--- src/idct_pkg.sv ---
package idct_pkg;

	localparam int SRAM_AW = 18;
	localparam int SRAM_DW = 16;
	localparam int RAM_AW = 6;

	localparam int PASS1_SHIFT = 8;
	localparam int PASS2_SHIFT = 16;

	// basis index picks the row and sample index the column
	localparam logic signed [15:0] c_table [64] = '{
		16'sd1448, 16'sd1448, 16'sd1448, 16'sd1448, 16'sd1448, 16'sd1448, 16'sd1448, 16'sd1448,
		16'sd2008, 16'sd1702, 16'sd1137, 16'sd399, -16'sd399, -16'sd1137, -16'sd1702, -16'sd2008,
		16'sd1892, 16'sd783, -16'sd783, -16'sd1892, -16'sd1892, -16'sd783, 16'sd783, 16'sd1892,
		16'sd1702, -16'sd399, -16'sd2008, -16'sd1137, 16'sd1137, 16'sd2008, 16'sd399, -16'sd1702,
		16'sd1448, -16'sd1448, -16'sd1448, 16'sd1448, 16'sd1448, -16'sd1448, -16'sd1448, 16'sd1448,
		16'sd1137, -16'sd2008, 16'sd399, 16'sd1702, -16'sd1702, -16'sd399, 16'sd2008, -16'sd1137,
		16'sd783, -16'sd1892, 16'sd1892, -16'sd783, -16'sd783, 16'sd1892, -16'sd1892, 16'sd783,
		16'sd399, -16'sd1137, 16'sd1702, -16'sd2008, 16'sd2008, -16'sd1702, 16'sd1137, -16'sd399
	};

	typedef struct packed {
		logic [7:0] hi;
		logic [7:0] lo;
	} pix_pair_t;

	// one sram word seen as a coefficient or as two pixels
	typedef union packed {
		logic signed [15:0] coeff;
		pix_pair_t          pix;
	} sram_word_u;

	typedef enum logic {FETCH_IDLE, FETCH_RUN} fetch_state_e;
	typedef enum logic [1:0] {CALC_IDLE, CALC_PASS1, CALC_PASS2} calc_state_e;
	typedef enum logic {WB_IDLE, WB_WRITE} wb_state_e;

endpackage
--- src/sram_bus_if.sv ---
interface sram_bus_if;
	import idct_pkg::*;

	logic               req;
	logic               gnt;
	logic [SRAM_AW-1:0] addr;
	logic [SRAM_DW-1:0] wdata;
	logic               we_n;
	logic [SRAM_DW-1:0] rdata;

	modport client (
		output req, addr, wdata, we_n,
		input  gnt, rdata
	);

	modport arb (
		input  req, addr, wdata, we_n,
		output gnt, rdata
	);

endinterface

--- src/block_writeback.sv ---
module block_writeback #(
	parameter int PIX_STRIDE = 160,
	parameter int PIX_BASE = 0
) (
	input  logic                        Clock,
	input  logic                        Resetn,
	input  logic                        start_i,
	input  logic [5:0]                  blk_col_i,
	input  logic [4:0]                  blk_row_i,
	output logic [idct_pkg::RAM_AW-1:0] ram_addr_a_o,
	output logic [idct_pkg::RAM_AW-1:0] ram_addr_b_o,
	input  logic [31:0]                 ram_rdata_a_i,
	input  logic [31:0]                 ram_rdata_b_i,
	sram_bus_if.client                  bus,
	output logic                        busy_o,
	output logic                        done_o
);
	import idct_pkg::*;

	wb_state_e          state;
	logic [4:0]         w;
	logic [4:0]         w_nxt;
	logic [SRAM_AW-1:0] base_q;
	logic [SRAM_AW-1:0] row_off;
	sram_word_u         word;

	always_ff @(posedge Clock) begin
		if (state == WB_IDLE && start_i)
			base_q <= SRAM_AW'(PIX_BASE + 8 * PIX_STRIDE * blk_row_i + 4 * blk_col_i);
	end

	always_ff @(posedge Clock or negedge Resetn) begin
		if (!Resetn) begin
			state <= WB_IDLE;
			w <= '0;
			row_off <= '0;
			done_o <= 1'b0;
		end else begin
			done_o <= 1'b0;
			case (state)
				WB_IDLE: begin
					if (start_i) begin
						state <= WB_WRITE;
						row_off <= '0;
					end
				end
				WB_WRITE: begin
					if (bus.gnt) begin
						w <= w + 5'd1;
						if (w[1:0] == 2'd3)
							row_off <= row_off + SRAM_AW'(PIX_STRIDE);
						if (w == 5'd31) begin
							state <= WB_IDLE;
							done_o <= 1'b1;
						end
					end
				end
				default: state <= WB_IDLE;
			endcase
		end
	end

	// look one word ahead so RAM data is ready on each grant
	assign w_nxt = (state == WB_WRITE && bus.gnt) ? w + 5'd1 : w;
	assign ram_addr_a_o = {w_nxt, 1'b0};
	assign ram_addr_b_o = {w_nxt, 1'b1};

	// even pixel goes in the high byte
	assign word.pix.hi = ram_rdata_a_i[7:0];
	assign word.pix.lo = ram_rdata_b_i[7:0];

	assign bus.req = (state == WB_WRITE);
	assign bus.we_n = (state != WB_WRITE);
	assign bus.addr = base_q + row_off + SRAM_AW'(w[1:0]);
	assign bus.wdata = word;

	assign busy_o = (state != WB_IDLE);

endmodule

--- src/flat_wrapper.sv ---
// flat-port wrapper written by rule: the top's interface ports become plain ports
module block_writeback_flat import idct_pkg::*;
#(
	parameter int PIX_STRIDE = 160,
	parameter int PIX_BASE = 0
)
  (Clock, Resetn, start_i, blk_col_i, blk_row_i, ram_addr_a_o, ram_addr_b_o, ram_rdata_a_i, ram_rdata_b_i, busy_o, done_o, bus_req, bus_addr, bus_wdata, bus_we_n, bus_gnt, bus_rdata);
  sram_bus_if bus_i ();
  input  logic Clock;
  input  logic Resetn;
  input  logic start_i;
  input  logic [5:0] blk_col_i;
  input  logic [4:0] blk_row_i;
  output logic [idct_pkg::RAM_AW-1:0] ram_addr_a_o;
  output logic [idct_pkg::RAM_AW-1:0] ram_addr_b_o;
  input  logic [31:0] ram_rdata_a_i;
  input  logic [31:0] ram_rdata_b_i;
  output logic busy_o;
  output logic done_o;
  output wire logic [$bits(bus_i.req)-1:0] bus_req;
  output wire logic [$bits(bus_i.addr)-1:0] bus_addr;
  output wire logic [$bits(bus_i.wdata)-1:0] bus_wdata;
  output wire logic [$bits(bus_i.we_n)-1:0] bus_we_n;
  input wire logic [$bits(bus_i.gnt)-1:0] bus_gnt;
  input wire logic [$bits(bus_i.rdata)-1:0] bus_rdata;
  assign bus_req = bus_i.req;
  assign bus_addr = bus_i.addr;
  assign bus_wdata = bus_i.wdata;
  assign bus_we_n = bus_i.we_n;
  assign bus_i.gnt = bus_gnt;
  assign bus_i.rdata = bus_rdata;
  block_writeback #(.PIX_STRIDE(PIX_STRIDE), .PIX_BASE(PIX_BASE)) u_core (.Clock(Clock), .Resetn(Resetn), .start_i(start_i), .blk_col_i(blk_col_i), .blk_row_i(blk_row_i), .ram_addr_a_o(ram_addr_a_o), .ram_addr_b_o(ram_addr_b_o), .ram_rdata_a_i(ram_rdata_a_i), .ram_rdata_b_i(ram_rdata_b_i), .bus(bus_i), .busy_o(busy_o), .done_o(done_o));
endmodule
--- config.mk ---
export PLATFORM = sky130hd
export DESIGN_NAME = block_writeback_flat
export DESIGN_NICKNAME = d
export VERILOG_FILES = /design/src/idct_pkg.sv /design/src/sram_bus_if.sv /design/src/block_writeback.sv /design/src/flat_wrapper.sv
export SDC_FILE = /design/constraint.sdc
export NUM_CORES = 1
export LEC_CHECK = 0
export BUFFER_PORTS_ARGS = -buffer_cell sky130_fd_sc_hd__buf_4
export CORE_UTILIZATION = 35
export DETAILED_ROUTE_END_ITERATION = 12
export GPL_ROUTABILITY_DRIVEN = 0
export HOLD_SLACK_MARGIN = 0.06
export PLACE_DENSITY_LB_ADDON = 0.08
export SYNTH_ARGS = -nofsm -noshare
export SYNTH_HDL_FRONTEND = slang
export SYNTH_SLANG_ARGS = --single-unit
--- constraint.sdc ---
create_clock -name Clock -period 2.9 [get_ports Clock]
set_clock_uncertainty 0.05 [all_clocks]
set_input_delay 0.58 -clock Clock [delete_from_list [all_inputs] [get_ports Clock]]
set_output_delay 0.58 -clock Clock [all_outputs]
set_load 0.03 [all_outputs]
Word-level counts from Yosys, hierarchy flattened:

Index checks and enable logic that the tools add are counted.

* flip-flop bits (word level): 43
* input port bits: 95
* output and inout bits: 50
* word-level logic and storage cells: 33

* $add $sub $neg: 5
* $mul: 1
* equal/unequal tests: 5
* multiplexer cells: 12
* bitwise logic cells: 1
* reduce and logical (&&, ||, !) cells: 4

Operators by type and width (number)
* $mux W18: 3
* $pmux W18 S2: 1
* $add A18 B18 Y18: 1
* $add A18 B2 Y18: 1
* $add A18 B8 Y18 const B: 1
* $add A16 B8 Y17: 1
* $mul A3 B5 Y8 const A: 1
* $mux W1: 6
* $ne A2 B2 Y1 const B: 3
* $add A5 B1 Y5 const B: 1
* $eq A5 B5 Y1 const B: 1
* $mux W5: 1
* $reduce_and A3 Y1: 1
* $eq A2 B2 Y1 const B: 1
* $logic_and A1 B1 Y1: 2
* $pmux W1 S2: 1
* $reduce_and A2 Y1: 1
* $not A1 Y1: 1

Longest topological paths before layout:

* word-level depth: 4
* depth in mapped cells: 7
* depth with buffers taken out: 6

Least setup slack after synthesis:

Ideal clock, no wire load.

* path kind: register -> output
* start: register u_core.row_off[6]
* end: output bus_addr[14]
* arrival time: 2221 ps
* data required time: 2270 ps
* setup slack: 49 ps
* stages on the path, launching flop included: 7
* path buffers: 0
* cells stage by stage: dfrtp_1 -> ha_1 -> a211oi_4 -> nor2_2 -> o21a_4 -> and3_2 -> nor3_1

* cells in the longest elaborated chain, start to end: 2

RTL lines
* start: declaration: RTL line block_writeback.sv:24 `logic [SRAM_AW-1:0] row_off;`
* start signal: assignment: RTL line block_writeback.sv:51 `row_off <= row_off + SRAM_AW'(PIX_STRIDE);`
* $add A18 B18 Y18: RTL line block_writeback.sv:74 `assign bus.addr = base_q + row_off + SRAM_AW'(w[1:0]);`
* $add A18 B2 Y18: RTL line block_writeback.sv:74
* end: declaration: RTL line flat_wrapper.sv:21 `output wire logic [$bits(bus_i.addr)-1:0] bus_addr;`

Every way passes these cells.

Worst setup path in the final report:

* start: register u_core.row_off[6]
* end: output bus_addr[10]

Same word-level chain as after synthesis.

==> results.cfg <==
[status]
status = complete, no violations

[detailed_routing]
drtIter0Drc = 64
wire_per_inst_microns = 12.9
via_per_inst = 4.82
firstDrtPassIters = 4
totalWireLength_microns = 4370
vias = 1633
drc = 0
antenna_left = 0

[clocking]
hold_buffers = 0
cts_made_buffers = 5
cts_buffer_depth = 2
h-tree-depth = 2
root_buffer = clkbuf_8
clock_latency_ns = 0.28
path_clk_slew_ns = 0.08
clock_sinks = 34
cts_tree = done

[yosys]
ys_ff_latch = 34
ys.flop_type = dfrtp_1
avgSynthCellArea_sq_um = 10.2
yosysWarnings = 0
synth_top_area_frac = 0.216
ys_types = 44
syn_inst = 228
syn_area_sq_um = 2320
ys_seq_area_frac = 0.397
yosys-top-cells-area = dfrtp_1 (22%), edfxtp_1 (18%), ha_1 (11%), buf_4 (8.4%), xnor2_1 (6.0%)
async_flop_share = 0.588
yosys.area.top_type = dfrtp_1
synth-edff-count = 14

[worst_setup_path]
r2r_setup_slack_ns = 0.97
end_kind = output pin
rr_startpoint = u_core.w[0]
crit_type = flop to output pin
reg2regPathDepth = 7
crit_fanout = 7
r2r_end = u_core.row_off[14]
startpoint = u_core.row_off[6]
cp-start-kind = flop
critPathCapture = bus_addr[10]
arrival_ns = 2.26
required_ns = 2.27

[floorplanning]
rows = 29
fp.dieArea_sq_um = 6960
core_sq_um = 6390
die_width_microns = 83.4
die_h_microns = 83.4
pin_count = 145
start_util = 0.363

[final_layout]
multi_input_area_sq_um = 1280
nNetsFinal = 378
insertedDiodeCount = 0
seq_area_sq_um = 923
fin_area_sq_um = 2880
layout-drive-gt1-share = 0.351
layout_commonest_cell = buf_4
fillers = 622
syn_to_final_growth_pct = 24.0
mostFrequentLayoutCells = buf_4 (54), nor2_1 (22), dfrtp_1 (18), xnor2_1 (16), edfxtp_1 (14)

[timing]
setup_viol = 0
hold_violations = 0
max_slew_margin = 0.639
fin_crit_sh = 0.997
fin_crit_ns = 2.89
slew_violations = 0
rsz0062_at_grt = true
hold_ws_ns = 0.111
max_freq_mhz = 346
worst_pin_slew_ns = 0.538

[placement]
port_buffers = 46
place_area_sq_um = 2590
place_hpwl_microns = 3340

[grt]
grt_pass1_vias = 1511
grt_pass1_wl_microns = 7440
grt-ovfl-total = 0
grt_usage = 0.134
grt_start_max_net_pins = 21
grt_antenna_before_repair = 0

[pwr]
power-per-cell-area_nw_per_um2 = 1000
power_leakage_nw = 1.27
peakVddDrop_mv = 0.656
total_power_mw = 2.88

[hold_path]
hp-class = primary input to async pin

[flow_run]
maxCapViolCount = 0
worst min-delay path by stage:
stage | start | cells after the start | slack (ns) | to
final | Resetn | 1 | 0.11 | u_core.w[0]
after CTS | Resetn | 1 | 0.11 | u_core.row_off[11]
after global placement | Resetn | 1 | 0.43 | u_core.w[0]
after detailed placement | Resetn | 1 | 0.43 | u_core.w[0]
after floorplan | Resetn | 0 | 0.23 | u_core.bus.req
after global routing | Resetn | 1 | 0.12 | u_core.w[0]
Yosys cell counts (all sizes together), types with 3 or more instances:
cell    number
o21ai        7
clkbuf       4
edfxtp      14
and3         8
buf         26
a211oi       3
nor3         6
xnor2       16
xor2        10
nand3       12
a21oi       15
dfrtp       20
nand2        8
inv          7
nor2        23
ha          21
final cells by class:
class                      instances  share of cell area
inverter                           7             0.00913
sequential                        34               0.321
clock buffer                       5              0.0239
tap                               77              0.0335
timing repair buffer              55               0.145
clock inverter                     3              0.0239
multi-input combinational        158               0.444
critical path, stage by stage, from the launching register on:
cell	delay, ns
dfrtp_2	0.43
ha_4	0.26
a211oi_4	0.30
nor2_4	0.07
o21a_4	0.23
or4_4	0.42
o2111ai_2	0.11
buf_6	0.16
state kept, by name, indices dropped and copies added, names as in the netlist:
register        flops
u_core.w            5
u_core.row_off     13
u_core.base_q      14
u_core.done_o       1
u_core.bus.req      1
power breakdown:
group          internal (mW)  switching (mW)
sequential             0.601           0.100
combinational          0.687           0.968
clock                  0.344           0.177
through the flow:
step           setup WS (ns)  cells  utilization  TNS [ns]
2_1_floorplan         0.0491    229            -         0
3_3_place_gp           0.130    326        0.405         0
3_5_place_dp           0.127    326        0.405         0
4_1_cts              -0.0406    337        0.436   -0.0491
5_1_grt              -0.0784    339        0.451    -0.239
6_report             0.00938    339        0.451         0
metal layers:
layer / routed length, microns / track usage / up-vias
met5: 0 / 0 / -
met4: 65 / 0.0524 / 0
met3: 198 / 0.0298 / 9
met2: 1930 / 0.196 / 29
met1: 2180 / 0.193 / 748
li1: - / - / 847
logic make-up after synthesis:
kind of cell,synth area share
buf+inv,0.102
other cells,0.00324
flops,0.397
simple gates,0.139
xor+xnor,0.0981
fa+ha+maj,0.122
compound gates,0.129
mux,0.00970
repair_timing:
item                       in CTS  in global routing
setup buffers                   3                  2
setup endpoints to repair       5                  5
pin swaps                       0                  8
gates cloned                    0                  0
gates resized for setup        11                 16
No activity file was read; power rests on OpenSTA's default activity.
