### config.mk
export PLATFORM = sky130hd
export DESIGN_NAME = block_fetch_flat
export DESIGN_NICKNAME = d
export VERILOG_FILES = /design/src/idct_pkg.sv /design/src/sram_bus_if.sv /design/src/block_fetch.sv /design/src/flat_wrapper.sv
export SDC_FILE = /design/constraint.sdc
export NUM_CORES = 1
export LEC_CHECK = 0
export ABC_AREA = 1
export BUFFER_PORTS_ARGS = -buffer_cell sky130_fd_sc_hd__buf_4
export CORE_MARGIN = 8
export CORE_UTILIZATION = 46
export DETAILED_ROUTE_END_ITERATION = 7
export GPL_TIMING_DRIVEN = 1
export PLACE_DENSITY = 0.82
export SYNTH_ARGS = -nofsm -noshare
export SYNTH_HDL_FRONTEND = slang
export SYNTH_SLANG_ARGS = --single-unit
export TNS_END_PERCENT = 50
### constraint.sdc
create_clock -name Clock -period 2.2 [get_ports Clock]
set_clock_uncertainty 0.05 [all_clocks]
set_input_delay 0.66 -clock Clock [delete_from_list [all_inputs] [get_ports Clock]]
set_output_delay 0.66 -clock Clock [all_outputs]
set_load 0.05 [all_outputs]
### src/idct_pkg.sv
package idct_pkg;

	localparam int SRAM_AW = 18;
	localparam int SRAM_DW = 16;
	localparam int RAM_AW = 6;

	localparam int PASS1_SHIFT = 8;
	localparam int PASS2_SHIFT = 16;

	// basis index picks the row and sample index the column
	localparam logic signed [15:0] c_table [64] = '{
		16'sd1448, 16'sd1448, 16'sd1448, 16'sd1448, 16'sd1448, 16'sd1448, 16'sd1448, 16'sd1448,
		16'sd2008, 16'sd1702, 16'sd1137, 16'sd399, -16'sd399, -16'sd1137, -16'sd1702, -16'sd2008,
		16'sd1892, 16'sd783, -16'sd783, -16'sd1892, -16'sd1892, -16'sd783, 16'sd783, 16'sd1892,
		16'sd1702, -16'sd399, -16'sd2008, -16'sd1137, 16'sd1137, 16'sd2008, 16'sd399, -16'sd1702,
		16'sd1448, -16'sd1448, -16'sd1448, 16'sd1448, 16'sd1448, -16'sd1448, -16'sd1448, 16'sd1448,
		16'sd1137, -16'sd2008, 16'sd399, 16'sd1702, -16'sd1702, -16'sd399, 16'sd2008, -16'sd1137,
		16'sd783, -16'sd1892, 16'sd1892, -16'sd783, -16'sd783, 16'sd1892, -16'sd1892, 16'sd783,
		16'sd399, -16'sd1137, 16'sd1702, -16'sd2008, 16'sd2008, -16'sd1702, 16'sd1137, -16'sd399
	};

	typedef struct packed {
		logic [7:0] hi;
		logic [7:0] lo;
	} pix_pair_t;

	// one sram word seen as a coefficient or as two pixels
	typedef union packed {
		logic signed [15:0] coeff;
		pix_pair_t          pix;
	} sram_word_u;

	typedef enum logic {FETCH_IDLE, FETCH_RUN} fetch_state_e;
	typedef enum logic [1:0] {CALC_IDLE, CALC_PASS1, CALC_PASS2} calc_state_e;
	typedef enum logic {WB_IDLE, WB_WRITE} wb_state_e;

endpackage
### src/sram_bus_if.sv
interface sram_bus_if;
	import idct_pkg::*;

	logic               req;
	logic               gnt;
	logic [SRAM_AW-1:0] addr;
	logic [SRAM_DW-1:0] wdata;
	logic               we_n;
	logic [SRAM_DW-1:0] rdata;

	modport client (
		output req, addr, wdata, we_n,
		input  gnt, rdata
	);

	modport arb (
		input  req, addr, wdata, we_n,
		output gnt, rdata
	);

endinterface

### src/block_fetch.sv
module block_fetch #(
	parameter int IMG_STRIDE = 320,
	parameter int PRE_BASE = 76800
) (
	input  logic                        Clock,
	input  logic                        Resetn,
	input  logic                        start_i,
	input  logic [5:0]                  block_col_i,
	input  logic [4:0]                  block_row_i,
	sram_bus_if.client                  bus,
	output logic [idct_pkg::RAM_AW-1:0] ram_addr_o,
	output logic [31:0]                 ram_wdata_o,
	output logic                        ram_we_o,
	output logic [5:0]                  blk_col_o,
	output logic [4:0]                  blk_row_o,
	output logic                        busy_o,
	output logic                        done_o
);
	import idct_pkg::*;

	fetch_state_e       state;
	logic [6:0]         cnt;
	logic [SRAM_AW-1:0] base_q;
	logic [SRAM_AW-1:0] row_off;
	sram_word_u         rd_word;

	always_ff @(posedge Clock) begin
		if (state == FETCH_IDLE && start_i) begin
			base_q <= SRAM_AW'(PRE_BASE + 8 * IMG_STRIDE * block_row_i + 8 * block_col_i);
			blk_col_o <= block_col_i;
			blk_row_o <= block_row_i;
		end
	end

	// cnt only moves once granted, so read 0 waits on the address
	always_ff @(posedge Clock or negedge Resetn) begin
		if (!Resetn) begin
			state <= FETCH_IDLE;
			cnt <= '0;
			row_off <= '0;
		end else begin
			case (state)
				FETCH_IDLE: begin
					if (start_i) begin
						state <= FETCH_RUN;
						row_off <= '0;
					end
				end
				FETCH_RUN: begin
					if (bus.gnt) begin
						cnt <= cnt + 7'd1;
						if (cnt < 7'd64 && cnt[2:0] == 3'd7)
							row_off <= row_off + SRAM_AW'(IMG_STRIDE);
						if (cnt == 7'd66) begin
							state <= FETCH_IDLE;
							cnt <= '0;
						end
					end
				end
				default: state <= FETCH_IDLE;
			endcase
		end
	end

	assign bus.req = (state == FETCH_RUN);
	assign bus.addr = base_q + row_off + SRAM_AW'(cnt[2:0]);
	assign bus.wdata = '0;
	assign bus.we_n = 1'b1;

	// data lands two cycles behind its address
	assign rd_word = bus.rdata;
	assign ram_wdata_o = {{16{rd_word.coeff[15]}}, rd_word.coeff};
	assign ram_addr_o = cnt[5:0] - 6'd2;
	assign ram_we_o = (state == FETCH_RUN) && (cnt >= 7'd2) && (cnt <= 7'd65);

	assign busy_o = (state != FETCH_IDLE);
	assign done_o = (state == FETCH_RUN) && (cnt == 7'd66);

endmodule

### src/flat_wrapper.sv
// flat-port wrapper written by rule: the top's interface ports become plain ports
module block_fetch_flat import idct_pkg::*;
#(
	parameter int IMG_STRIDE = 320,
	parameter int PRE_BASE = 76800
)
  (Clock, Resetn, start_i, block_col_i, block_row_i, ram_addr_o, ram_wdata_o, ram_we_o, blk_col_o, blk_row_o, busy_o, done_o, bus_req, bus_addr, bus_wdata, bus_we_n, bus_gnt, bus_rdata);
  sram_bus_if bus_i ();
  input  logic Clock;
  input  logic Resetn;
  input  logic start_i;
  input  logic [5:0] block_col_i;
  input  logic [4:0] block_row_i;
  output logic [idct_pkg::RAM_AW-1:0] ram_addr_o;
  output logic [31:0] ram_wdata_o;
  output logic ram_we_o;
  output logic [5:0] blk_col_o;
  output logic [4:0] blk_row_o;
  output logic busy_o;
  output logic done_o;
  output wire logic [$bits(bus_i.req)-1:0] bus_req;
  output wire logic [$bits(bus_i.addr)-1:0] bus_addr;
  output wire logic [$bits(bus_i.wdata)-1:0] bus_wdata;
  output wire logic [$bits(bus_i.we_n)-1:0] bus_we_n;
  input wire logic [$bits(bus_i.gnt)-1:0] bus_gnt;
  input wire logic [$bits(bus_i.rdata)-1:0] bus_rdata;
  assign bus_req = bus_i.req;
  assign bus_addr = bus_i.addr;
  assign bus_wdata = bus_i.wdata;
  assign bus_we_n = bus_i.we_n;
  assign bus_i.gnt = bus_gnt;
  assign bus_i.rdata = bus_rdata;
  block_fetch #(.IMG_STRIDE(IMG_STRIDE), .PRE_BASE(PRE_BASE)) u_core (.Clock(Clock), .Resetn(Resetn), .start_i(start_i), .block_col_i(block_col_i), .block_row_i(block_row_i), .bus(bus_i), .ram_addr_o(ram_addr_o), .ram_wdata_o(ram_wdata_o), .ram_we_o(ram_we_o), .blk_col_o(blk_col_o), .blk_row_o(blk_row_o), .busy_o(busy_o), .done_o(done_o));
endmodule
[Word level (Yosys, flattened, before mapping)]
Index checks and enable logic that the tools add are counted.
Word-level totals
  bits in registers: 55
  bits of input ports: 31
Cells by class
  $add $sub $neg: 7
  eq/ne operators: 5
  muxes and demuxes: 9
  bitwise operators: 1
  reduce and logical (&&, ||, !) cells: 7
  multiply operators: 1
  $lt $le $gt $ge: 3
Operators with widths (number)
  18-bit 2-to-1 mux: 3
  18-bit case mux with 2 select lines: 1
  17-bit by 17-bit adder with 18-bit output, first input constant: 1
  18-bit adder: 1
  18-bit by 3-bit adder with 18-bit output: 1
  18-bit by 9-bit adder with 18-bit output: 1
  18-bit by 9-bit adder with 18-bit output, second input constant: 1
  3-bit by 5-bit multiplier with 8-bit output, first input constant: 1
  7-bit by 1-bit adder with 7-bit output, second input constant: 1
  7-bit equality test, second input constant: 1
  7-bit by 2-bit >= comparator with 1-bit output, second input constant: 1
  7-bit less-or-equal comparator, second input constant: 1
  7-bit less-than comparator, second input constant: 1
  7-bit 2-to-1 mux: 1
  2-bit != test, second input constant: 3
  6-bit by 2-bit subtractor with 6-bit output, second input constant: 1
  1-bit logical AND: 5
  3-bit equality test, second input constant: 1
  1-bit 2-to-1 mux: 3
  3-bit AND reduction: 1
  1-bit case mux with 2 select lines: 1
  2-bit AND reduction: 1
  1-bit NOT: 1

[Logic depth before layout (Yosys ltp)]
  depth in word-level cells: 5
  depth in mapped cells: 10

[Least setup slack after synthesis]
OpenSTA, ideal clock, no wires.
  kind: flip-flop to output port
  from: register u_core.cnt[1]
  to: output port ram_we_o
  slack: -0.669 ns
  cell stages (with the launch flop): 7
  arrival: 2.159 ns
  required time: 1.490 ns
  path through: dfrtp_1 -> inv_1 -> ha_1 -> nand3b_1 -> a21oi_1 -> nor2_1 -> a21oi_1
On the way
  cells in the longest elaborated chain, start to end: 3
  elaborated cells between the ends (all ways): 4
Ends and longest elaborated chain
  start, declared: line block_fetch.sv:22  | logic [6:0] cnt;
  start signal, assigned: line block_fetch.sv:51  | cnt <= cnt + 7'd1;
  7-bit by 2-bit >= comparator with 1-bit output: line block_fetch.sv:74  | assign ram_we_o = (state == FETCH_RUN) && (cnt >= 7'd2) && (cnt <= 7'd65);
  1-bit logical AND: line block_fetch.sv:74
  1-bit logical AND *: line block_fetch.sv:74
  end, declared: line flat_wrapper.sv:16  | output logic ram_we_o;
Mark *: on every way between the ends. The rest lies on a longest branch, timed or not.

[Worst setup path in the final report]
  from: register u_core.row_off[13]
  to: output port bus_addr[17]
On the way
  cells in the longest elaborated chain, start to end: 2
Ends and longest elaborated chain
  start, declared: line block_fetch.sv:24  | logic [SRAM_AW-1:0] row_off;
  start signal, assigned: line block_fetch.sv:53  | row_off <= row_off + SRAM_AW'(IMG_STRIDE);
  18-bit adder: line block_fetch.sv:66  | assign bus.addr = base_q + row_off + SRAM_AW'(cnt[2:0]);
  18-bit by 3-bit adder with 18-bit output: line block_fetch.sv:66
  end, declared: line flat_wrapper.sv:22  | output wire logic [$bits(bus_i.addr)-1:0] bus_addr;
No other way between the ends.

==> impl_metrics.py <==
metrics = {
    "synthesis": {
        "synthesis.area_um2": 3490,
        "yosys_warnings": 0,
        "syn_area_per_cell_um2": 7.70,
        "seq_area_frac_synth": 0.307,
        "ys_ff_latch": 39,
        "synth_cell_type_count": 32,
        "synth_cells": 453,
    },
    "placed_design": {
        "io_buffers": 53,
        "gp_congestion": 0.874,
        "placed_area_um2": 4310,
        "dp_hpwl_um": 6780,
    },
    "global_routing": {
        "grt_max_degree": 23,
        "antenna_found_initial": 0,
        "grt_remaining_overflow": 0,
        "track_usage": 0.172,
        "grt_pass1_wl_um": 14500,
        "grt_pass1_vias": 3122,
    },
    "routing": {
        "wire_per_inst_um": 15.0,
        "drc_errors": 0,
        "drtAntennaViolNets": 0,
        "viasPerCell": 4.95,
        "wl_um": 9260,
        "num_vias": 3060,
        "drtIter0Drc": 104,
        "dr.pass1.iters": 4,
    },
    "worst_setup_path": {
        "max_stage_delay_ns": 0.46,
        "cp-start-kind": "flip-flop",
        "cp-end-kind": "output port",
        "crit_required_ns": 1.49,
        "worstSetupPathType": "flip-flop to output port",
        "arrival_ns": 2.10,
        "cpMaxStageDelayCell": "dfrtp_1",
        "crit_fanout": 4,
        "r2r_slack_ns": 0.38,
        "path_cells": "ha_4, ha_4, nand2_2, nor2_4, and2_4, nand2_2, nand4_1, nand2_4, buf_8",
    },
    "hold_path": {
        "hp-class": "input pin to asynchronous set/reset pin",
    },
    "cts": {
        "clk_latency_ns": 0.30,
        "htree_levels": 2,
        "clockBufferDepth": 2,
        "cts_hold_buf": 0,
        "clk_pin_slew_ns": 0.08,
        "cts_buffers": 5,
        "root_buffer": "clkbuf_8",
        "clock_sinks": 39,
        "cts_tree": "built",
    },
    "sta": {
        "setup_viol": 13,
        "drv_slew": 0,
        "hold_slack_ns": 0.190,
        "finalCritPeriodShare": 1.28,
        "hold_viol": 0,
        "rsz0062_at_grt": "true",
        "min_period_ns": 2.81,
        "worst_slack_ns": -0.609,
        "clock.fmax_mhz": 356,
    },
    "floorplanning": {
        "start_util": 0.478,
        "rows": 31,
        "pin_count": 119,
        "die_h_um": 103,
        "die_area_um2": 10600,
        "die_w_um": 103,
        "coreArea_um2": 7290,
    },
    "layout": {
        "area_growth_pct": 38.8,
        "fillers": 558,
        "design_area_um2": 4840,
        "diodes": 0,
        "layout-drive-gt1-share": 0.414,
        "final_nets": 589,
    },
    "pwr": {
        "peakVddDrop_mv": 1.18,
        "leakagePower_nw": 2.35,
        "p_per_area_nw_per_um2": 1450,
    },
    "status": {
        "outcome": "finished, violations left",
        "violations": "negative setup slack",
    },
    "job": {
        "max_cap_violations": 0,
    },
}
-- power breakdown --
| group | total [mW] | internal (mW) | switching, mW |
|---|---|---|---|
| logic | 5.18 | 2.10 | 3.08 |
| registers | 1.11 | 0.935 | 0.177 |
| clock network | 0.721 | 0.454 | 0.268 |
| total | 7.01 | 3.49 | 3.52 |
-- registers in the layout, indices dropped and copies added (netlist names) --
name	cells
u_core.cnt	7
u_core.row_off	12
u_core.bus.req	1
u_core.base_q	15
u_core.blk_row_o	4
-- path summary, 6_finish.rpt --
check / endpoint / depth (start not counted) / start
worst max register to register: u_core.row_off[9] / 8 / u_core.cnt[1]
worst min register to register: u_core.cnt[5] / 1 / u_core.cnt[5]
worst min-delay path: u_core.row_off[16] / 1 / Resetn
max in group asynchronous: u_core.row_off[10] / 1 / Resetn
worst max-delay path: bus_addr[17] / 9 / u_core.row_off[13]
min in group Clock: u_core.base_q[5] / 1 / block_col_i[2]
-- layout by cell type, fill, tap and decap left out, types with 5 or more instances in the layout --
cell	n
nor2_1	29
conb_1	18
nand2_4	13
ha_1	15
a21oi_1	12
xor2_1	5
nand3_2	5
nor2_2	6
clkbuf_8	5
nand2_2	23
dfrtp_1	20
buf_8	9
inv_2	8
ha_4	23
buf_6	8
inv_1	49
o21ai_0	6
a21oi_2	5
edfxtp_1	19
nand3_1	24
nand4_1	12
buf_4	84
nand2_1	77
-- cells in the mapped netlist --
library cell | number | area, um2
nand2_1 | 111 | 417
buf_4 | 59 | 443
inv_1 | 57 | 214
ha_1 | 39 | 488
nor2_1 | 36 | 135
nand3_1 | 29 | 145
dfrtp_1 | 20 | 500
edfxtp_1 | 19 | 571
a21oi_1 | 17 | 85.1
nand4_1 | 12 | 75.1
xor2_1 | 11 | 96.3
o21ai_0 | 9 | 45.0
xnor2_1 | 5 | 43.8
nor3_1 | 4 | 20.0
nand3b_1 | 3 | 22.5
nor2_2 | 3 | 18.8
conb_1 | 2 | 7.51
nand2_4 | 2 | 22.5
or2_2 | 2 | 12.5
a21o_1 | 1 | 7.51
a21oi_2 | 1 | 8.76
a22o_1 | 1 | 8.76
a22oi_1 | 1 | 7.51
and2_1 | 1 | 6.26
buf_8 | 1 | 15.0
clkinv_4 | 1 | 8.76
fa_1 | 1 | 20.0
inv_2 | 1 | 3.75
nand3_4 | 1 | 17.5
nor3b_1 | 1 | 7.51
o21bai_1 | 1 | 7.51
o22ai_1 | 1 | 6.26
-- per-stage QoR --
stage	worst slack, ns	setup TNS, ns	total power [mW]	instances	utilization
4_1_cts	-0.546	-5.30	6.82	617	0.653
5_1_grt	-0.718	-6.54	7.40	618	0.664
3_3_place_gp	-0.324	-2.92	5.40	605	0.591
6_report	-0.609	-5.35	7.01	618	0.664
3_5_place_dp	-0.400	-3.54	5.50	605	0.591
2_1_floorplan	-0.216	-1.70	4.36	469	-
-- logic make-up after synthesis --
family | Yosys count | synth area share
xor+xnor | 16 | 0.0402
fa+ha+maj | 40 | 0.146
compound gates | 32 | 0.0506
buf+inv | 119 | 0.196
other cells | 2 | 0.00215
simple gates | 205 | 0.258
flops | 39 | 0.307
-- per-layer routing --
metal  wire (um)  track usage  up-vias
li1            -            -     1504
met1        3440        0.189     1437
met2        5010        0.330       92
met3         584       0.0196       27
met4         218       0.0601        0
met5           0            0        -
-- critical path: cells and delay by family (launching register included) --
| family | cells | cell delay [ns] |
|---|---|---|
| and+or+nand+nor | 6 | 0.61 |
| adders and majority gates | 2 | 0.59 |
| DFF | 1 | 0.46 |
| buffers and inverters | 1 | 0.14 |
-- area by class of cell --
type / count / area (um2) / share of cell area
clock buffers: 6 / 72.6 / 0.0150
clock inverters: 2 / 60.1 / 0.0124
inverters: 59 / 230 / 0.0476
multi-input cells: 311 / 2410 / 0.497
flip-flops and latches: 39 / 1070 / 0.221
well taps: 99 / 124 / 0.0256
repair buffers: 102 / 876 / 0.181
-- repair_timing --
item / 4_1_cts / 5_1_grt
setup endpoints to repair: 16 / 18
pin swaps: 27 / 15
gates resized for setup: 71 / 23
hold endpoints to repair: 0 / 0
setup buffers: 4 / 1
No activity file was read; power rests on OpenSTA's default activity.
