--- src/idct_pkg.sv ---
package idct_pkg;

	localparam int SRAM_AW = 18;
	localparam int SRAM_DW = 16;
	localparam int RAM_AW = 6;

	localparam int PASS1_SHIFT = 8;
	localparam int PASS2_SHIFT = 16;

	// basis index picks the row and sample index the column
	localparam logic signed [15:0] c_table [64] = '{
		16'sd1448, 16'sd1448, 16'sd1448, 16'sd1448, 16'sd1448, 16'sd1448, 16'sd1448, 16'sd1448,
		16'sd2008, 16'sd1702, 16'sd1137, 16'sd399, -16'sd399, -16'sd1137, -16'sd1702, -16'sd2008,
		16'sd1892, 16'sd783, -16'sd783, -16'sd1892, -16'sd1892, -16'sd783, 16'sd783, 16'sd1892,
		16'sd1702, -16'sd399, -16'sd2008, -16'sd1137, 16'sd1137, 16'sd2008, 16'sd399, -16'sd1702,
		16'sd1448, -16'sd1448, -16'sd1448, 16'sd1448, 16'sd1448, -16'sd1448, -16'sd1448, 16'sd1448,
		16'sd1137, -16'sd2008, 16'sd399, 16'sd1702, -16'sd1702, -16'sd399, 16'sd2008, -16'sd1137,
		16'sd783, -16'sd1892, 16'sd1892, -16'sd783, -16'sd783, 16'sd1892, -16'sd1892, 16'sd783,
		16'sd399, -16'sd1137, 16'sd1702, -16'sd2008, 16'sd2008, -16'sd1702, 16'sd1137, -16'sd399
	};

	typedef struct packed {
		logic [7:0] hi;
		logic [7:0] lo;
	} pix_pair_t;

	// one sram word seen as a coefficient or as two pixels
	typedef union packed {
		logic signed [15:0] coeff;
		pix_pair_t          pix;
	} sram_word_u;

	typedef enum logic {FETCH_IDLE, FETCH_RUN} fetch_state_e;
	typedef enum logic [1:0] {CALC_IDLE, CALC_PASS1, CALC_PASS2} calc_state_e;
	typedef enum logic {WB_IDLE, WB_WRITE} wb_state_e;

endpackage
--- src/sram_bus_if.sv ---
interface sram_bus_if;
	import idct_pkg::*;

	logic               req;
	logic               gnt;
	logic [SRAM_AW-1:0] addr;
	logic [SRAM_DW-1:0] wdata;
	logic               we_n;
	logic [SRAM_DW-1:0] rdata;

	modport client (
		output req, addr, wdata, we_n,
		input  gnt, rdata
	);

	modport arb (
		input  req, addr, wdata, we_n,
		output gnt, rdata
	);

endinterface

--- src/sram_arbiter.sv ---
module sram_arbiter (
	input  logic                         Clock,
	input  logic                         Resetn,
	sram_bus_if.arb                      fetch_bus,
	sram_bus_if.arb                      calc_bus,
	sram_bus_if.arb                      wb_bus,
	output logic [idct_pkg::SRAM_AW-1:0] sram_address_o,
	input  logic [idct_pkg::SRAM_DW-1:0] sram_read_data_i,
	output logic [idct_pkg::SRAM_DW-1:0] sram_write_data_o,
	output logic                         sram_we_n_o
);

	// one-hot owner, bit 0 is fetch
	logic [2:0] gnt_q;
	logic [2:0] req_vec;

	assign req_vec = {wb_bus.req, calc_bus.req, fetch_bus.req};

	always_ff @(posedge Clock or negedge Resetn) begin
		if (!Resetn) begin
			gnt_q <= 3'b000;
		end else if (gnt_q == 3'b000) begin
			if (fetch_bus.req)
				gnt_q <= 3'b001;
			else if (calc_bus.req)
				gnt_q <= 3'b010;
			else if (wb_bus.req)
				gnt_q <= 3'b100;
		end else if ((gnt_q & req_vec) == 3'b000) begin
			gnt_q <= 3'b000;
		end
	end

	assign fetch_bus.gnt = gnt_q[0];
	assign calc_bus.gnt = gnt_q[1];
	assign wb_bus.gnt = gnt_q[2];

	assign fetch_bus.rdata = sram_read_data_i;
	assign calc_bus.rdata = sram_read_data_i;
	assign wb_bus.rdata = sram_read_data_i;

	// only the owner reaches the pins
	always_comb begin
		sram_address_o = '0;
		sram_write_data_o = '0;
		sram_we_n_o = 1'b1;
		case (gnt_q)
			3'b001: begin
				sram_address_o = fetch_bus.addr;
				sram_write_data_o = fetch_bus.wdata;
				sram_we_n_o = fetch_bus.we_n;
			end
			3'b010: begin
				sram_address_o = calc_bus.addr;
				sram_write_data_o = calc_bus.wdata;
				sram_we_n_o = calc_bus.we_n;
			end
			3'b100: begin
				sram_address_o = wb_bus.addr;
				sram_write_data_o = wb_bus.wdata;
				sram_we_n_o = wb_bus.we_n;
			end
			default: ;
		endcase
	end

	a_one_grant: assert property (@(posedge Clock) disable iff (!Resetn)
		$onehot0({wb_bus.gnt, calc_bus.gnt, fetch_bus.gnt}))
		else $error("sram_arbiter: more than one grant");

endmodule

--- src/flat_wrapper.sv ---
// flat-port wrapper written by rule: the top's interface ports become plain ports
module sram_arbiter_flat 
  (Clock, Resetn, sram_address_o, sram_read_data_i, sram_write_data_o, sram_we_n_o, fetch_bus_req, fetch_bus_addr, fetch_bus_wdata, fetch_bus_we_n, fetch_bus_gnt, fetch_bus_rdata, calc_bus_req, calc_bus_addr, calc_bus_wdata, calc_bus_we_n, calc_bus_gnt, calc_bus_rdata, wb_bus_req, wb_bus_addr, wb_bus_wdata, wb_bus_we_n, wb_bus_gnt, wb_bus_rdata);
  sram_bus_if fetch_bus_i ();
  sram_bus_if calc_bus_i ();
  sram_bus_if wb_bus_i ();
  input  logic Clock;
  input  logic Resetn;
  output logic [idct_pkg::SRAM_AW-1:0] sram_address_o;
  input  logic [idct_pkg::SRAM_DW-1:0] sram_read_data_i;
  output logic [idct_pkg::SRAM_DW-1:0] sram_write_data_o;
  output logic sram_we_n_o;
  input wire logic [$bits(fetch_bus_i.req)-1:0] fetch_bus_req;
  input wire logic [$bits(fetch_bus_i.addr)-1:0] fetch_bus_addr;
  input wire logic [$bits(fetch_bus_i.wdata)-1:0] fetch_bus_wdata;
  input wire logic [$bits(fetch_bus_i.we_n)-1:0] fetch_bus_we_n;
  output wire logic [$bits(fetch_bus_i.gnt)-1:0] fetch_bus_gnt;
  output wire logic [$bits(fetch_bus_i.rdata)-1:0] fetch_bus_rdata;
  input wire logic [$bits(calc_bus_i.req)-1:0] calc_bus_req;
  input wire logic [$bits(calc_bus_i.addr)-1:0] calc_bus_addr;
  input wire logic [$bits(calc_bus_i.wdata)-1:0] calc_bus_wdata;
  input wire logic [$bits(calc_bus_i.we_n)-1:0] calc_bus_we_n;
  output wire logic [$bits(calc_bus_i.gnt)-1:0] calc_bus_gnt;
  output wire logic [$bits(calc_bus_i.rdata)-1:0] calc_bus_rdata;
  input wire logic [$bits(wb_bus_i.req)-1:0] wb_bus_req;
  input wire logic [$bits(wb_bus_i.addr)-1:0] wb_bus_addr;
  input wire logic [$bits(wb_bus_i.wdata)-1:0] wb_bus_wdata;
  input wire logic [$bits(wb_bus_i.we_n)-1:0] wb_bus_we_n;
  output wire logic [$bits(wb_bus_i.gnt)-1:0] wb_bus_gnt;
  output wire logic [$bits(wb_bus_i.rdata)-1:0] wb_bus_rdata;
  assign fetch_bus_i.req = fetch_bus_req;
  assign fetch_bus_i.addr = fetch_bus_addr;
  assign fetch_bus_i.wdata = fetch_bus_wdata;
  assign fetch_bus_i.we_n = fetch_bus_we_n;
  assign fetch_bus_gnt = fetch_bus_i.gnt;
  assign fetch_bus_rdata = fetch_bus_i.rdata;
  assign calc_bus_i.req = calc_bus_req;
  assign calc_bus_i.addr = calc_bus_addr;
  assign calc_bus_i.wdata = calc_bus_wdata;
  assign calc_bus_i.we_n = calc_bus_we_n;
  assign calc_bus_gnt = calc_bus_i.gnt;
  assign calc_bus_rdata = calc_bus_i.rdata;
  assign wb_bus_i.req = wb_bus_req;
  assign wb_bus_i.addr = wb_bus_addr;
  assign wb_bus_i.wdata = wb_bus_wdata;
  assign wb_bus_i.we_n = wb_bus_we_n;
  assign wb_bus_gnt = wb_bus_i.gnt;
  assign wb_bus_rdata = wb_bus_i.rdata;
  sram_arbiter u_core (.Clock(Clock), .Resetn(Resetn), .fetch_bus(fetch_bus_i), .calc_bus(calc_bus_i), .wb_bus(wb_bus_i), .sram_address_o(sram_address_o), .sram_read_data_i(sram_read_data_i), .sram_write_data_o(sram_write_data_o), .sram_we_n_o(sram_we_n_o));
endmodule
--- config.mk ---
export PLATFORM = sky130hd
export DESIGN_NAME = sram_arbiter_flat
export DESIGN_NICKNAME = d
export VERILOG_FILES = /design/src/idct_pkg.sv /design/src/sram_bus_if.sv /design/src/sram_arbiter.sv /design/src/flat_wrapper.sv
export SDC_FILE = /design/constraint.sdc
export NUM_CORES = 1
export LEC_CHECK = 0
export ABC_CLOCK_PERIOD_IN_PS = 1300
export BUFFER_PORTS_ARGS = -buffer_cell sky130_fd_sc_hd__clkbuf_2
export CORE_AREA = 2 2 82 84
export CTS_CLUSTER_DIAMETER = 60
export DETAILED_ROUTE_END_ITERATION = 6
export DIE_AREA = 0 0 84 86
export GPL_ROUTABILITY_DRIVEN = 0
export PLACE_DENSITY_LB_ADDON = 0.05
export SLEW_MARGIN = 20
export SYNTH_ARGS = -nofsm -noshare
export SYNTH_HDL_FRONTEND = slang
export SYNTH_SLANG_ARGS = --single-unit
--- constraint.sdc ---
create_clock -name Clock -period 1.3 [get_ports Clock]
set_input_delay 0.26 -clock Clock [delete_from_list [all_inputs] [get_ports Clock]]
set_output_delay 0.26 -clock Clock [all_outputs]
set_load 0.005 [all_outputs]
* After elaboration in Yosys (flattened, before gate mapping)
Index checks and enable logic that the tools add are counted.
** Storage, ports and cells
- Register bits after elaboration :: 3
- Bits of input ports :: 126
- Output and inout port bits :: 86
- Logic and storage cells :: 18
** Operators by class
- Equal/unequal tests :: 4
- Multiplexer cells :: 8
- Bitwise gates (word level) :: 1
- Reduce and logical (&&, ||, !) cells :: 4
** Operators by type and width (number)
- case mux 18 bit (3 select lines) :: 1
- case mux 16 bit (3 select lines) :: 1
- 2-to-1 mux 3 bit :: 5
- logical NOT 3 bit :: 2
- inequality test 4 bit (second input constant) :: 1
- AND 3 bit :: 1
- equality test 3 x 1 -> 1 bit (second input constant) :: 1
- equality test 3 x 2 -> 1 bit (second input constant) :: 1
- equality test 3 bit (second input constant) :: 1
- case mux 1 bit (3 select lines) :: 1
- AND reduction 2 bit :: 1
- nonzero test 2 bit :: 1

* Logic depth before layout (Yosys ltp)
- Depth in word-level cells :: 4
- Mapped depth :: 6
- Mapped depth without buffers :: 3

* Worst setup path after synthesis
Ideal clock, no wire load.
- Kind :: flip-flop to output port
- Start point :: register u_core.gnt_q[1]
- End point :: output port sram_address_o[10] (netlist name)
- Data arrival time :: 1.166 ns
- Required time :: 1.040 ns
- Path slack :: -0.126 ns
- Stages on the path, launching flop included :: 6
- Buffers on the path :: 2
- Cell sequence :: dfrtp_1 > buf_6 > nor3b_4 > buf_6 > nand2_1 > o21ai_1
** Between the ends
- Longest elaborated chain between the ends :: 2
- Elaborated cells on any way between the ends :: 4
- Those cells by class :: eq/ne: 3; mux: 1
** RTL lines
- from (decl) :: line sram_arbiter.sv:14 : logic [2:0] gnt_q;
- from (signal assigned) :: line sram_arbiter.sv:21 : gnt_q <= 3'b000;
- from (signal assigned) :: line sram_arbiter.sv:24 : gnt_q <= 3'b001;
- from (signal assigned) :: line sram_arbiter.sv:26 : gnt_q <= 3'b010;
- equality test 3 bit (tied with other cells) :: line sram_arbiter.sv:47 : case (gnt_q)
- case mux 18 bit (3 select lines) * :: line sram_arbiter.sv:47
- to (decl) :: line flat_wrapper.sv:9 : output logic [idct_pkg::SRAM_AW-1:0] sram_address_o;
Mark *: on every way between the ends. The rest lies on a longest branch, timed or not.

* Final worst setup path
- Start point :: register u_core.gnt_q[1]
- End point :: output port sram_address_o[16] (netlist name)
Same word-level chain as after synthesis.

==> impl_metrics.xml <==
<?xml version="1.0" encoding="UTF-8"?>
<metrics>
  <group name="critical_path">
    <metric name="regToRegSetupSlack" unit="ns">0.15</metric>
    <metric name="end_kind" unit="">output port</metric>
    <metric name="worst_ep_required_time" unit="ns">1.04</metric>
    <metric name="timing.critical_path.from_type" unit="">flop</metric>
    <metric name="crit_arrival" unit="ns">1.49</metric>
    <metric name="reg2regPathDepth" unit="">5</metric>
    <metric name="timing.critical_path.fanout_max" unit="">7</metric>
    <metric name="criticalPathCategory" unit="">flop to output port</metric>
  </group>
  <group name="cells_and_area">
    <metric name="most-common-layout-cells" unit="">116 x sky130_fd_sc_hd__clkbuf_2, 31 x sky130_fd_sc_hd__buf_2, 27 x sky130_fd_sc_hd__o21ai_1</metric>
    <metric name="largest_register_ffs" unit="">3</metric>
    <metric name="layout-drive-gt1-share" unit="">0.732</metric>
    <metric name="antennaDiodeCount" unit="">0</metric>
    <metric name="largest_register" unit="">u_core.gnt_q</metric>
    <metric name="area_growth_syn_to_layout" unit="%">69.0</metric>
    <metric name="layout_commonest_cell" unit="">sky130_fd_sc_hd__clkbuf_2</metric>
    <metric name="layout_top_registers" unit="">u_core.gnt_q (3)</metric>
    <metric name="final_nets" unit="">426</metric>
  </group>
  <group name="floorplanning">
    <metric name="die_width" unit="um">84</metric>
    <metric name="core_area" unit="um2">6280</metric>
    <metric name="start_util" unit="">0.204</metric>
    <metric name="io_pins" unit="">212</metric>
    <metric name="rows" unit="">29</metric>
    <metric name="fp.dieArea" unit="um2">7220</metric>
    <metric name="dieHeight" unit="um">86</metric>
  </group>
  <group name="clock_tree">
    <metric name="clock_latency" unit="ns">0.21</metric>
    <metric name="cts-buffers-inserted" unit="">3</metric>
    <metric name="clock_tree.buffer_depth" unit="">2</metric>
    <metric name="cts_root_buf" unit="">sky130_fd_sc_hd__clkbuf_8</metric>
    <metric name="cts.sinks" unit="">3</metric>
    <metric name="clk_pin_slew" unit="ns">0.03</metric>
    <metric name="cts_tree" unit="">yes</metric>
    <metric name="htree_depth" unit="">1</metric>
  </group>
  <group name="synthesis">
    <metric name="synthesis.nets" unit="">319</metric>
    <metric name="synth-seq-area-share" unit="">0.0587</metric>
    <metric name="post_synth_num_cell_types" unit="">17</metric>
    <metric name="synthCells" unit="">193</metric>
    <metric name="synthesis.area_per_instance" unit="um2">6.63</metric>
    <metric name="syn-cell-area" unit="um2">1280</metric>
    <metric name="yosys_warnings" unit="">0</metric>
    <metric name="ys_seq_elements" unit="">3</metric>
  </group>
  <group name="routing">
    <metric name="postRouteWirelength" unit="um">5730</metric>
    <metric name="drt-wirelength-per-cell" unit="um">15.2</metric>
    <metric name="vias_per_cell" unit="">4.57</metric>
    <metric name="vias" unit="">1719</metric>
    <metric name="drc" unit="">0</metric>
    <metric name="initial_drc_count" unit="">39</metric>
    <metric name="ant_nets" unit="">0</metric>
    <metric name="detail_route.first_pass.iterations" unit="">4</metric>
  </group>
  <group name="pwr">
    <metric name="power_leakage" unit="nW">1.12</metric>
    <metric name="p_per_area" unit="nW/um2">2190</metric>
    <metric name="post-layout-total-power" unit="mW">4.74</metric>
    <metric name="ir_drop" unit="V">0.000794</metric>
  </group>
  <group name="sta">
    <metric name="finalSetupViolations" unit="">35</metric>
    <metric name="layout_setup_ws" unit="ns">-0.450</metric>
    <metric name="fin_worst_hold_slack" unit="ns">0.309</metric>
    <metric name="ratio_of_final_minimum_period_to_clock_period" unit="">1.35</metric>
    <metric name="worst-slew-pin-transition" unit="ns">0.209</metric>
    <metric name="maxClockFrequency" unit="MHz">572</metric>
    <metric name="clock_skew" unit="ns">0.000841</metric>
    <metric name="rsz_0062_raised_after_global_routing" unit="">true</metric>
    <metric name="report.final.slew_viol_count" unit="">0</metric>
    <metric name="min_period" unit="ns">1.75</metric>
    <metric name="hold_violations" unit="">0</metric>
    <metric name="slew_headroom" unit="">0.861</metric>
  </group>
  <group name="global_routing">
    <metric name="grt_pass1_vias" unit="">1597</metric>
    <metric name="grtUsageTotal" unit="">0.133</metric>
    <metric name="grt_start_max_net_pins" unit="">36</metric>
    <metric name="globalRoute.totalOverflow" unit="">0</metric>
    <metric name="grt_antenna_before_repair" unit="">0</metric>
    <metric name="grt_pass1_wl" unit="um">7980</metric>
  </group>
  <group name="placement">
    <metric name="estimated_wirelength_of_the_detail_placed_design" unit="um">4060</metric>
    <metric name="dp_worst_setup_slack" unit="ns">-0.241</metric>
    <metric name="place.port_buffers" unit="">147</metric>
  </group>
  <group name="hold_path">
    <metric name="timing.hold.worst.class" unit="">input port to flop</metric>
    <metric name="holdPathStages" unit="">3</metric>
  </group>
  <group name="run_status">
    <metric name="violated_checks" unit="">setup timing</metric>
    <metric name="status" unit="">finished with violations</metric>
  </group>
  <group name="flow_run">
    <metric name="max_cap_viol_count" unit="">0</metric>
  </group>
</metrics>
[what timing repair did]
| item | in CTS | in global routing |
|---|---|---|
| gates cloned | 2 | 4 |
| endpoints found under the hold margin | 3 | 0 |
| pin swaps | 1 | 12 |
| setup buffers | 1 | 1 |
| hold buffers | 1 | 0 |
| gates resized for setup | 11 | 81 |
| endpoints found under the setup margin | 36 | 36 |
[stage by stage]
stage / util / setup TNS, ns / area [um2] / instances
after floorplan: - / -3.55 / 1300 / 193
after global placement: 0.281 / -7.03 / 1760 / 363
after detailed placement: 0.281 / -7.28 / 1760 / 363
after CTS: 0.300 / -13.48 / 1890 / 371
after global routing: 0.345 / -16.59 / 2160 / 376
final: 0.345 / -14.25 / 2160 / 376
[cell families after synthesis]
logic type	share of synthesized area
AO/OA/AOI/OAI	0.377
buffers and inverters	0.405
AND/OR/NAND/NOR	0.159
flip-flops	0.0586
[path summary, 6_finish.rpt]
check,startpoint,to
max in group asynchronous,Resetn,u_core.gnt_q[1]
worst max-delay path,u_core.gnt_q[1],sram_address_o[16]
worst min-delay path,wb_bus_req,u_core.gnt_q[2]
min in group asynchronous,Resetn,u_core.gnt_q[2]
worst min register to register,u_core.gnt_q[2],u_core.gnt_q[2]
worst max register to register,u_core.gnt_q[0],u_core.gnt_q[2]
[per-layer routing]
layer | vias up | track usage | routed length [um]
met1 | 783 | 0.150 | 2270
met3 | 19 | 0.0250 | 424
met2 | 69 | 0.253 | 2980
li1 | 848 | - | -
met5 | - | 0 | 0
met4 | 0 | 0.0381 | 61
[worst max-delay path: stages, from the launching register on]
cell                        delay [ns]
sky130_fd_sc_hd__dfrtp_2          0.45
sky130_fd_sc_hd__nor3b_4          0.21
sky130_fd_sc_hd__buf_6            0.20
sky130_fd_sc_hd__clkbuf_16        0.17
sky130_fd_sc_hd__nand2_2          0.04
sky130_fd_sc_hd__o21ai_1          0.07
sky130_fd_sc_hd__buf_2            0.14
[area by class of cell]
cell class                      count  area (um2)
Multi-Input combinational cell    122         865
Clock buffer                        4        45.0
Timing Repair Buffer              167        1070
Fill cell                         690        4110
Inverter                            3        11.3
Sequential cell                     3        77.6
Tap cell                           77        96.3
[synth_stat cells]
cell type | count | area [um2]
sky130_fd_sc_hd__dfrtp_1 | 3 | 75.1
sky130_fd_sc_hd__a2bb2oi_1 | 1 | 8.76
sky130_fd_sc_hd__a22o_1 | 3 | 26.3
sky130_fd_sc_hd__inv_1 | 3 | 11.3
sky130_fd_sc_hd__nor3_1 | 1 | 5.00
sky130_fd_sc_hd__buf_4 | 52 | 390
sky130_fd_sc_hd__o21ai_1 | 30 | 150
sky130_fd_sc_hd__nor4_1 | 1 | 6.26
sky130_fd_sc_hd__nand2_1 | 40 | 150
sky130_fd_sc_hd__a22oi_1 | 35 | 263
sky130_fd_sc_hd__nor3b_4 | 1 | 18.8
sky130_fd_sc_hd__nor2b_4 | 1 | 13.8
sky130_fd_sc_hd__buf_6 | 9 | 101
sky130_fd_sc_hd__nor2b_1 | 1 | 6.26
sky130_fd_sc_hd__clkbuf_1 | 4 | 15.0
sky130_fd_sc_hd__o21ai_0 | 7 | 35.0
sky130_fd_sc_hd__nor2_1 | 1 | 3.75
[power by group]
group	total (mW)	switching (mW)	internal, mW
clock	0.269	0.0600	0.209
sequential	0.218	0.0736	0.145
combinational	4.26	2.03	2.22
(Power assumes the default switching activity.)
